==> src/verilog/cache_geom_pkg.sv <==
`default_nettype none

package cache_geom_pkg;

    localparam int tag_w    = 20;
    localparam int index_w  = 7;
    localparam int offset_w = 5;
    localparam int bank_num = 8;
    localparam int set_num  = 128;

    typedef logic [tag_w-1:0]   tag_t;
    typedef logic [index_w-1:0] index_t;

    // one tag array entry
    typedef struct packed {
        logic valid;
        tag_t tag;
    } tagv_t;

    // word i of a line sits in bank i
    typedef logic [bank_num-1:0][31:0] line_t;

    function automatic tag_t addr_tag(logic [31:0] addr);
        return addr[31 -: tag_w];
    endfunction

    function automatic index_t addr_index(logic [31:0] addr);
        return addr[offset_w +: index_w];
    endfunction

    function automatic logic [$clog2(bank_num)-1:0] addr_word(logic [31:0] addr);
        return addr[2 +: $clog2(bank_num)];
    endfunction

endpackage

`default_nettype wire

==> src/verilog/fetch_if_pkg.sv <==
`default_nettype none

package fetch_if_pkg;

    typedef struct packed {
        logic        valid;
        logic [31:0] pc;
        logic        uncached;
    } fetch_req_t;

    typedef struct packed {
        logic        valid;
        logic [31:0] pc;
        logic [31:0] inst;
    } fetch_resp_t;

    // modes 0 to 2 invalidate the index in all ways
    typedef struct packed {
        logic        en;
        logic [1:0]  mode;
        logic [31:0] addr;
    } cacop_t;

    // line clear means a single uncached word
    typedef struct packed {
        logic        valid;
        logic [31:0] addr;
        logic        line;
    } refill_req_t;

    typedef struct packed {
        logic        valid;
        logic [31:0] addr;
        logic [2:0]  len;
    } mem_rd_t;

endpackage

`default_nettype wire

==> src/verilog/icache_mem_bridge.sv <==
`timescale 1ns/1ps
`default_nettype none

module icache_mem_bridge (
    input  logic                      clk,
    input  logic                      reset,
    input  fetch_if_pkg::refill_req_t refill_i,
    output cache_geom_pkg::line_t     refill_line_o,
    output logic                      refill_done_o,
    output fetch_if_pkg::mem_rd_t     mem_rd_o,
    input  logic                      mem_ack_i,
    input  logic                      beat_valid_i,
    input  logic [31:0]               beat_data_i
);
    import cache_geom_pkg::*;
    import fetch_if_pkg::*;

    typedef enum logic [1:0] {
        st_idle,
        st_wait_ack,
        st_collect
    } state_t;

    state_t     state_q;
    mem_rd_t    rd_q;
    line_t      line_q;
    logic [2:0] beat_q;
    logic       done_q;

    always_ff @(posedge clk) begin
        if (reset) begin
            state_q    <= st_idle;
            rd_q.valid <= 1'b0;
            beat_q     <= '0;
            done_q     <= 1'b0;
        end else begin
            done_q <= 1'b0;
            case (state_q)
                st_idle: begin
                    // request is still up in the done cycle
                    if (refill_i.valid && !done_q) begin
                        rd_q.valid <= 1'b1;
                        if (refill_i.line) begin
                            rd_q.addr <= {refill_i.addr[31:offset_w], {offset_w{1'b0}}};
                            rd_q.len  <= 3'(bank_num - 1);
                        end else begin
                            rd_q.addr <= {refill_i.addr[31:2], 2'b00};
                            rd_q.len  <= 3'd0;
                        end
                        beat_q  <= '0;
                        state_q <= st_wait_ack;
                    end
                end
                st_wait_ack: begin
                    if (mem_ack_i) begin
                        rd_q.valid <= 1'b0;
                        state_q    <= st_collect;
                    end
                end
                st_collect: begin
                    if (beat_valid_i) begin
                        beat_q <= beat_q + 3'd1;
                        if (beat_q == rd_q.len) begin
                            state_q <= st_idle;
                            done_q  <= 1'b1;
                        end
                    end
                end
                default: state_q <= st_idle;
            endcase
        end
    end

    // beats land in address order, a lone word in lane zero
    always_ff @(posedge clk) begin
        if (state_q == st_collect && beat_valid_i) begin
            line_q[beat_q] <= beat_data_i;
        end
    end

    assign mem_rd_o      = rd_q;
    assign refill_line_o = line_q;
    assign refill_done_o = done_q;

    a_beat_in_burst: assert property (@(posedge clk) disable iff (reset)
        beat_valid_i |-> state_q == st_collect);

endmodule

`default_nettype wire

==> config.mk <==
export PLATFORM = sky130hd
export DESIGN_NAME = icache_mem_bridge
export DESIGN_NICKNAME = d
export VERILOG_FILES = /design/src/verilog/cache_geom_pkg.sv /design/src/verilog/fetch_if_pkg.sv /design/src/verilog/icache_mem_bridge.sv
export SDC_FILE = /design/constraint.sdc
export NUM_CORES = 1
export LEC_CHECK = 0
export ABC_AREA = 1
export BUFFER_PORTS_ARGS = -buffer_cell sky130_fd_sc_hd__buf_2
export CAP_MARGIN = 20
export CELL_PAD_IN_SITES_DETAIL_PLACEMENT = 1
export CELL_PAD_IN_SITES_GLOBAL_PLACEMENT = 1
export CORE_ASPECT_RATIO = 1.4
export CORE_MARGIN = 5
export CORE_UTILIZATION = 43
export DETAILED_ROUTE_END_ITERATION = 10
export PLACE_DENSITY_LB_ADDON = 0.1
export SYNTH_ARGS = -nofsm -noshare
export SYNTH_HDL_FRONTEND = slang
export SYNTH_SLANG_ARGS = --single-unit
==> constraint.sdc <==
create_clock -name clk -period 10.6 [get_ports clk]
set_input_delay 2.12 -clock clk [delete_from_list [all_inputs] [get_ports clk]]
set_output_delay 2.12 -clock clk [all_outputs]
set_load 0.01 [all_outputs]
==> results.toml, run 1 <==
[grt]
grt-ovfl-total = 0
grt_pass1_vias = 5640
grt_use_total_pct = 19.87
top_usage_layer = "met2"
gr-usage-met3_pct = 7.025
antenna_found_initial = 1
gr-usage-met1_pct = 21.37
grt_max_degree = 33
grtUsageMet2_pct = 36.57
grt_first_pass_wirelength_um = 36320

[clock_network]
cts_tree = "built"
ctsHoldBuffers = 0
clk_pin_slew_worst_paths_ns = 0.07
clock_latency_ns = 0.52
cts_setup_buffers = 0
cts.sink_count = 294
htree_levels = 1
root_buffer = "clkbuf_16"
cts_buffers = 27
postCtsResizedCells = 0
clock_path_buffers = 3

[power_and_ir_drop]
power.leakage_nw = 4.741
ir_worst_vdd_uv = 136.5
power.density_mw_per_mm2 = 189.8

[worst_setup_path]
crit_arrival_ns = 3.85
cp-start-kind = "input port"
crit_required_ns = 10.78
critPathCaptureType = "flip-flop"
critPathKind = "in -> reg"
cp_max_fo = 20

[yosys]
synthCells = 372
yosysWarnings = 0
ys_types = 21
ys_seq_elements = 294
mappedNetlistArea_mm2 = 0.009176
synth.avg_cell_area_um2 = 24.67
ys_seq_area_share_pct = 95.45

[drt]
dr.pass1.iters = 4
drc = 0
vias_per_cell = 4.875
dr_total_vias = 5090
drt_wl_total_um = 24830
postRouteAntennaNets = 0
drt_iter0_markers = 270
wl_per_cell_um = 23.78

[layout]
area_growth_syn_to_layout_pct = 33.94
n_antenna_cell = 0
mostFrequentLayoutCell = "buf_2"
mostFrequentLayoutCells = "buf_2, edfxtp_1, clkbuf_16, inv_1, nand2_1"
layout.nets = 834
layout-drive-gt1-share_pct = 53.57

[timing]
finClkSkew_ns = 0.01388
final_max_slew_viol_count = 0
max_freq_ghz = 0.2724
grt_setup_unrepaired = "no"
period_needed_ns = 3.671
tns_ns = 0
setup_ws_ns = 6.929
post-route-period-util_pct = 34.63
hold_violations = 0
finalSetupViolCount = 0
relSlewSlack_pct = 30.88
tightest_slew_ns = 1.029

[floorplanning]
ios = 363
initial_core_util_pct = 43.44
row_count = 63
die_h_um = 182.8
core_area_mm2 = 0.02113
fp.dieArea_mm2 = 0.02440
die_x_um = 133.5

[min_path]
holdCritPathClass = "reg -> reg"

[flow_run]
max-cap-violations = 0

[placed_design]
io_buffer_count = 358
gp_congestion = 0.7694
dp_hpwl_um = 17900
post-place-ws_ns = 6.320

[outcome]
status = "finished, final reports clean"
==> worst max-delay path, cell delays in order <==
cell and delay, ns:
buf_2 0.11, nand2_2 0.26, nor4_4 0.86, buf_4 0.49
==> area by class of cell <==
class / count / area, um^2
multi-input cells: 53 / 360.3
clock inverters: 17 / 206.4
inverters: 18 / 67.56
clock buffers: 33 / 698.2
repair buffers: 369 / 1874
fillers: 1975 / 8835
flip-flops and latches: 294 / 8758
well taps: 260 / 325.3
==> per-layer routing <==
layer / routed length [um] / up-vias
met3: 2325 / 39
met1: 8450 / 2569
met5: 13 / -
met4: 729 / 2
li1: - / 2218
met2: 13310 / 262
==> Yosys cell counts <==
cell type	number	share of area, %
nor2_1	11	0.45
dfxtp_1	7	1.5
buf_4	5	0.41
nor3_1	2	0.11
edfxtp_1	287	94
nor4_2	6	0.82
a21oi_1	3	0.16
inv_2	1	0.041
buf_6	1	0.12
conb_1	1	0.041
o21ai_0	2	0.11
nand2_2	1	0.068
nand3_1	5	0.27
nand2_1	16	0.65
a21oi_2	1	0.095
ha_1	1	0.14
buf_2	2	0.11
nand4_1	1	0.068
inv_1	17	0.70
nor2_4	1	0.12
and2_1	1	0.068
==> cells by family (layout without fill, tap and decap cells) <==
kind of cell	after synthesis	count (layout)	synth area share [%]
flops	294	294	95.45
simple gates	44	44	2.632
buf+inv	26	437	1.377
compound gates	6	6	0.3681
fa+ha+maj	1	1	0.1363
other cells	1	2	0.04087
==> path summary, 6_finish.rpt <==
| kind | from | endpoint | slack [ns] | cells past startpoint |
|---|---|---|---|---|
| min reg2reg | mem_rd_o[35] | mem_rd_o[35] | 0.52 | 2 |
| max | beat_valid_i | refill_line_o[155] | 6.93 | 4 |
| max reg2reg | beat_q[2] | refill_line_o[155] | 7.88 | 3 |
| min | mem_rd_o[35] | mem_rd_o[35] | 0.52 | 2 |
==> stage by stage <==
step	hold slack, ns	instance area [um^2]	utilization (%)	total power [mW]	std cells
floorplan	0.5044	9180	-	1.335	373
global placement	0.4699	11390	53.90	1.371	994
detailed placement	0.5023	11390	53.90	1.375	994
CTS	0.5230	12290	58.18	2.358	1044
global route	0.5606	12290	58.18	2.416	1044
finish	0.5162	12290	58.18	2.333	1044
==> where the power goes <==
group	internal, mW	leakage, nW	switching, mW
combinational	0.0183	1.65	0.0377
clock	0.589	0.444	0.395
sequential	1.29	2.65	0.00556
total	1.89	4.74	0.438
==> state kept, by name (all words and copies together), names as in the netlist <==
register and flops:
refill_done_o 1, state_q 2, beat_q 3, mem_rd_o 32, refill_line_o 256
Note: power is estimated with default switching activity, not from simulation.
==> run 2: changes to the inputs <==
- CORE_UTILIZATION: 43 -> 36
- clock period: 10.6 -> 3 ns (I/O delays scaled with it)
==> results.toml, run 2 (synthesis results as in run 1) <==
[grt]
grt_use_total_pct = 16.44
grt_pass1_vias = 5481
grt-ovfl-total = 0
grt_max_degree = 32
gr-usage-met3_pct = 6.153
top_usage_layer = "met2"
antenna_found_initial = 1
grt_first_pass_wirelength_um = 36000
gr-usage-met1_pct = 17.35
grtUsageMet2_pct = 29.92

[layout]
final_core_util_pct = 49.23
area_growth_syn_to_layout_pct = 35.70
fill_cells = 2445
final_cell_area_mm2 = 0.01245
n_antenna_cell = 0
multi_input_area_um2 = 360.3
largest_reg_flops = 256
mostFrequentLayoutCells = "buf_2, edfxtp_1, clkbuf_16, inv_1, nand2_1"
regArea_mm2 = 0.008758
layout.nets = 839
mostFrequentLayoutCell = "buf_2"
layout-drive-gt1-share_pct = 54.18
stdcell_count = 1109

[drt]
drt_iter0_markers = 220
drt_wl_total_um = 25340
dr.pass1.iters = 4
dr_total_vias = 5031
postRouteAntennaNets = 0
drc = 0
wl_per_cell_um = 22.85
vias_per_cell = 4.537

[floorplanning]
ios = 363
die_x_um = 144.9
row_count = 69
core_area_mm2 = 0.02530
fp.dieArea_mm2 = 0.02883
initial_core_util_pct = 36.28
die_h_um = 198.9

[clock_network]
htree_levels = 1
clock_latency_ns = 0.53
cts.sink_count = 294
ctsHoldBuffers = 0
root_buffer = "clkbuf_16"
cts_buffers = 28
postCtsResizedCells = 0
clock_path_buffers = 3
cts_tree = "built"
clk_pin_slew_worst_paths_ns = 0.06
cts_setup_buffers = 0

[worst_setup_path]
critPathCaptureType = "flip-flop"
cp_max_fo = 20
crit_arrival_ns = 2.26
critPathKind = "reg -> reg"
cp-start-kind = "flip-flop"
crit_required_ns = 3.19

[timing]
final_max_slew_viol_count = 0
relSlewSlack_pct = 62.01
tightest_slew_ns = 0.5690
finalSetupViolCount = 0
hold_violations = 0
max_freq_ghz = 0.4831
post-route-period-util_pct = 69.00
finClkSkew_ns = 0.008524
tns_ns = 0
period_needed_ns = 2.070
grt_setup_unrepaired = "no"

[outcome]
status = "finished, final reports clean"

[power_and_ir_drop]
power.density_mw_per_mm2 = 666.7
ir_worst_vdd_uv = 446.0
power.leakage_nw = 4.781

[flow_run]
max-cap-violations = 0

[placed_design]
io_buffer_count = 358
dpl.cell_count = 1057
place_area_mm2 = 0.01151
gp_congestion = 0.7664
dp_hpwl_um = 18340

[min_path]
holdCritPathClass = "in -> reg"
[run 2: worst paths after layout]
path | to | depth (start not counted) | slack (ns) | start
worst max-delay path | refill_line_o[99] | 3 | 0.93 | beat_q[0]
worst min-delay path | mem_rd_o[24] | 1 | 0.25 | refill_i[22]
worst max register to register | refill_line_o[99] | 3 | 0.93 | beat_q[0]
worst min register to register | mem_rd_o[35] | 2 | 0.50 | mem_rd_o[35]
[run 2: report_power, final]
group	switching [mW]	internal [mW]	total (mW)
clock network	1.44	2.09	3.54
registers	0.0199	4.55	4.57
logic	0.132	0.0650	0.197
total	1.59	6.71	8.30
[run 2: stage by stage]
step / worst slack [ns] / hold WS, ns / power, mW
2_1_floorplan: -0.4689 / 0.5044 / 4.717
3_3_place_gp: 0.9676 / 0.4757 / 4.848
3_5_place_dp: 0.9285 / 0.4877 / 4.859
4_1_cts: 0.9248 / 0.2164 / 8.409
5_1_grt: 0.8424 / 0.2151 / 8.604
6_report: 0.9300 / 0.2462 / 8.301
[run 2: critical path, stage by stage (launching register included)]
cell and delay (ns):
dfxtp_1 0.65, inv_1 0.32, nor4_4 0.34, buf_4 0.39
[run 2: metal layers]
layer  wire [um]  up-vias
li1            -     2230
met1        8779     2478
met2       13250      265
met3        2355       56
met4         939        2
met5          20        -
[run 2: layout make-up]
| class | count | area share [%] |
|---|---|---|
| tap | 319 | 3.205 |
| sequential | 294 | 70.34 |
| timing repair buffer | 373 | 15.49 |
| inverter | 18 | 0.5426 |
| clock buffer | 30 | 5.858 |
| multi-input combinational | 53 | 2.894 |
| clock inverter | 22 | 1.668 |
==> run 3: changes to the inputs <==
- ABC_AREA: 1 -> 0
- clock period: 3 -> 1.9 ns (I/O delays scaled with it)
==> results.toml, run 3 <==
[yosys]
synth_top_family_by_area = "simple AND/OR/NAND/NOR gates"
synthCells = 347
synth_edf_count = 287
yosysWarnings = 0
ys.flop_type = "edfxtp_1"
synth.avg_cell_area_um2 = 26.25
ys_types = 33
synth-adder-area-share_pct = 0.1374
netlist_top_cells_count = "edfxtp_1, dfxtp_1, nand2_1, nor2_1, nor3_1"
yosys-top-cells-area = "edfxtp_1, dfxtp_1, buf_4, nor3_1, nand2_1"
synth.largest_area_cell = "edfxtp_1"
synthSimpleGateAreaFrac_pct = 2.404
synth_top_cell_area_share_pct = 94.62
synthArstFlopShare_pct = 0
ys_seq_elements = 294
synth_mux_area_share_pct = 0
synth_most_common_cell = "edfxtp_1"
synth_xor_area_share_pct = 0.09615
mappedNetlistArea_mm2 = 0.009109
ys_seq_area_share_pct = 96.15
synth_compound_area_share_pct = 0.4808

[outcome]
status = "finished, final reports clean"

[placed_design]
io_buffer_count = 358
gp_congestion = 0.7756
dp_hpwl_um = 18550
dpl.cell_count = 1037

[timing]
finClkSkew_ns = 0.02002
period_needed_ns = 1.610
hold_violations = 0
post-route-period-util_pct = 84.74
final_max_slew_viol_count = 0
max_freq_ghz = 0.6211
grt_setup_unrepaired = "no"
finalSetupViolCount = 0

[worst_setup_path]
cp-start-kind = "flip-flop"
path_cells = "nand2b_1 > nor3_4 > buf_4"
cp_max_fo = 13
r2r-end = "refill_line_o[130]"
rr_startpoint = "beat_q[2]"
crit_path_end = "refill_line_o[130]"
r2r_slack_ns = 0.29
critPathKind = "reg -> reg"
critPathCaptureType = "flip-flop"
cp-startpoint = "beat_q[2]"
slowest_delay_ns = 0.57
r2r_cells = 3
crit_required_ns = 2.11
crit_arrival_ns = 1.82
slowest_stage = "dfxtp_1"

[clock_network]
clock_path_buffers = 3
cts_buffers = 27
cts_tree = "built"
cts.sink_count = 294
root_buffer = "clkbuf_16"
clk_pin_slew_worst_paths_ns = 0.06
htree_levels = 1
clock_latency_ns = 0.53

[layout]
n_antenna_cell = 0
layout.nets = 837
area_growth_syn_to_layout_pct = 39.19
multi_input_area_um2 = 399.1
largest_reg_flops = 256
stdcell_count = 1106
layout-drive-gt1-share_pct = 55.78
fill_cells = 2383
regArea_mm2 = 0.008763
mostFrequentLayoutCells = "buf_2, edfxtp_1, clkbuf_16, dlygate4sd3_1, buf_4"
mostFrequentLayoutCell = "buf_2"

[flow_run]
max-cap-violations = 0

[min_path]
hold_start = "refill_i[15]"
holdCritPathClass = "in -> reg"

[floorplanning]
fp.dieArea_mm2 = 0.02863
die_x_um = 144.4
initial_core_util_pct = 36.13
core_area_mm2 = 0.02521
die_h_um = 198.2
row_count = 69
ios = 363

[grt]
grt_pass1_vias = 5485
grt_use_total_pct = 17.04
grt_max_degree = 32
grt-ovfl-total = 0
antenna_found_initial = 1
grt_first_pass_wirelength_um = 35680

[drt]
postRouteAntennaNets = 0
drc = 0
vias_per_cell = 4.556
wl_per_cell_um = 23.17
dr_total_vias = 5039
drt_wl_total_um = 25630
dr.pass1.iters = 4
drt_iter0_markers = 140

[power_and_ir_drop]
power.density_mw_per_mm2 = 1001
total_power_mw = 12.69
power.leakage_nw = 4.813
ir_worst_vdd_uv = 731.9
run 3: cell types whose count changed in the layout (fill, tap and decap cells not counted), moves of 8 or more:
cell | previous run | this run
nor2_1 | 10 | 1
dlygate4sd3_1 | 0 | 19
inv_1 | 17 | 1
buf_12 | 2 | 10
nand2_1 | 16 | 4
run 3: worst min path at each step:
| stage | cells after the start | to |
|---|---|---|
| after detailed placement | 2 | mem_rd_o[35] |
| after CTS | 1 | mem_rd_o[21] |
| after global routing | 1 | mem_rd_o[21] |
| after global placement | 2 | mem_rd_o[35] |
| after floorplan | 0 | mem_rd_o[10] |
| final | 1 | mem_rd_o[17] |
run 3: cell type report:
| class | count | share of cell area (%) |
|---|---|---|
| Sequential cell | 294 | 69.12 |
| Timing Repair Buffer | 398 | 17.86 |
| Clock buffer | 33 | 5.507 |
| Multi-Input combinational cell | 44 | 3.148 |
| Tap cell | 319 | 3.148 |
| Clock inverter | 17 | 1.184 |
| Inverter | 1 | 0.02961 |
run 3: per-layer routing:
metal  global-route usage [%]  part of all wire [%]  up-vias
li1                         -                     -     2229
met1                    17.84                    33     2499
met2                    31.73                    54      261
met5                        0                 0.035        -
met3                    5.243                   9.1       48
met4                    6.015                   3.4        2
run 3: timing repair:
item                       in CTS  in global routing
gates resized for setup         0                  0
hold endpoints to repair       19                  0
buffers inserted                0                  0
setup endpoints to repair       0                  0
hold buffers                   19                  0
run 3: stage by stage:
step	worst slack (ns)	area [um^2]	hold WS, ns	util [%]	setup TNS (ns)
after floorplan	-0.3014	9231	0.4789	-	-11.25
after CTS	0.2708	12680	0.004031	50.29	0
after global placement	0.2174	11640	0.4851	46.17	0
final	0.2900	12680	0.02550	50.29	0
after detailed placement	0.1709	11640	0.4904	46.17	0
after global routing	0.1903	12680	0.0008105	50.29	0
run 3: kinds of logic after synthesis:
kind of cell    after synthesis
flops                       294
xor+xnor                      1
compound gates                6
simple gates                 34
fa+ha+maj                     1
buf+inv                      10
other cells                   1
run 3: worst max-delay path: cells and delay by family (launching register included):
| kind | cells | cell delay, ns |
|---|---|---|
| buf+inv | 1 | 0.30 |
| flops | 1 | 0.57 |
| simple gates | 2 | 0.44 |
run 3: report_power, final:
group	total, mW	switching (mW)	internal, mW
clock network	5.15	2.25	2.90
registers	7.20	0.0243	7.17
logic	0.343	0.204	0.139
total	12.7	2.48	10.2
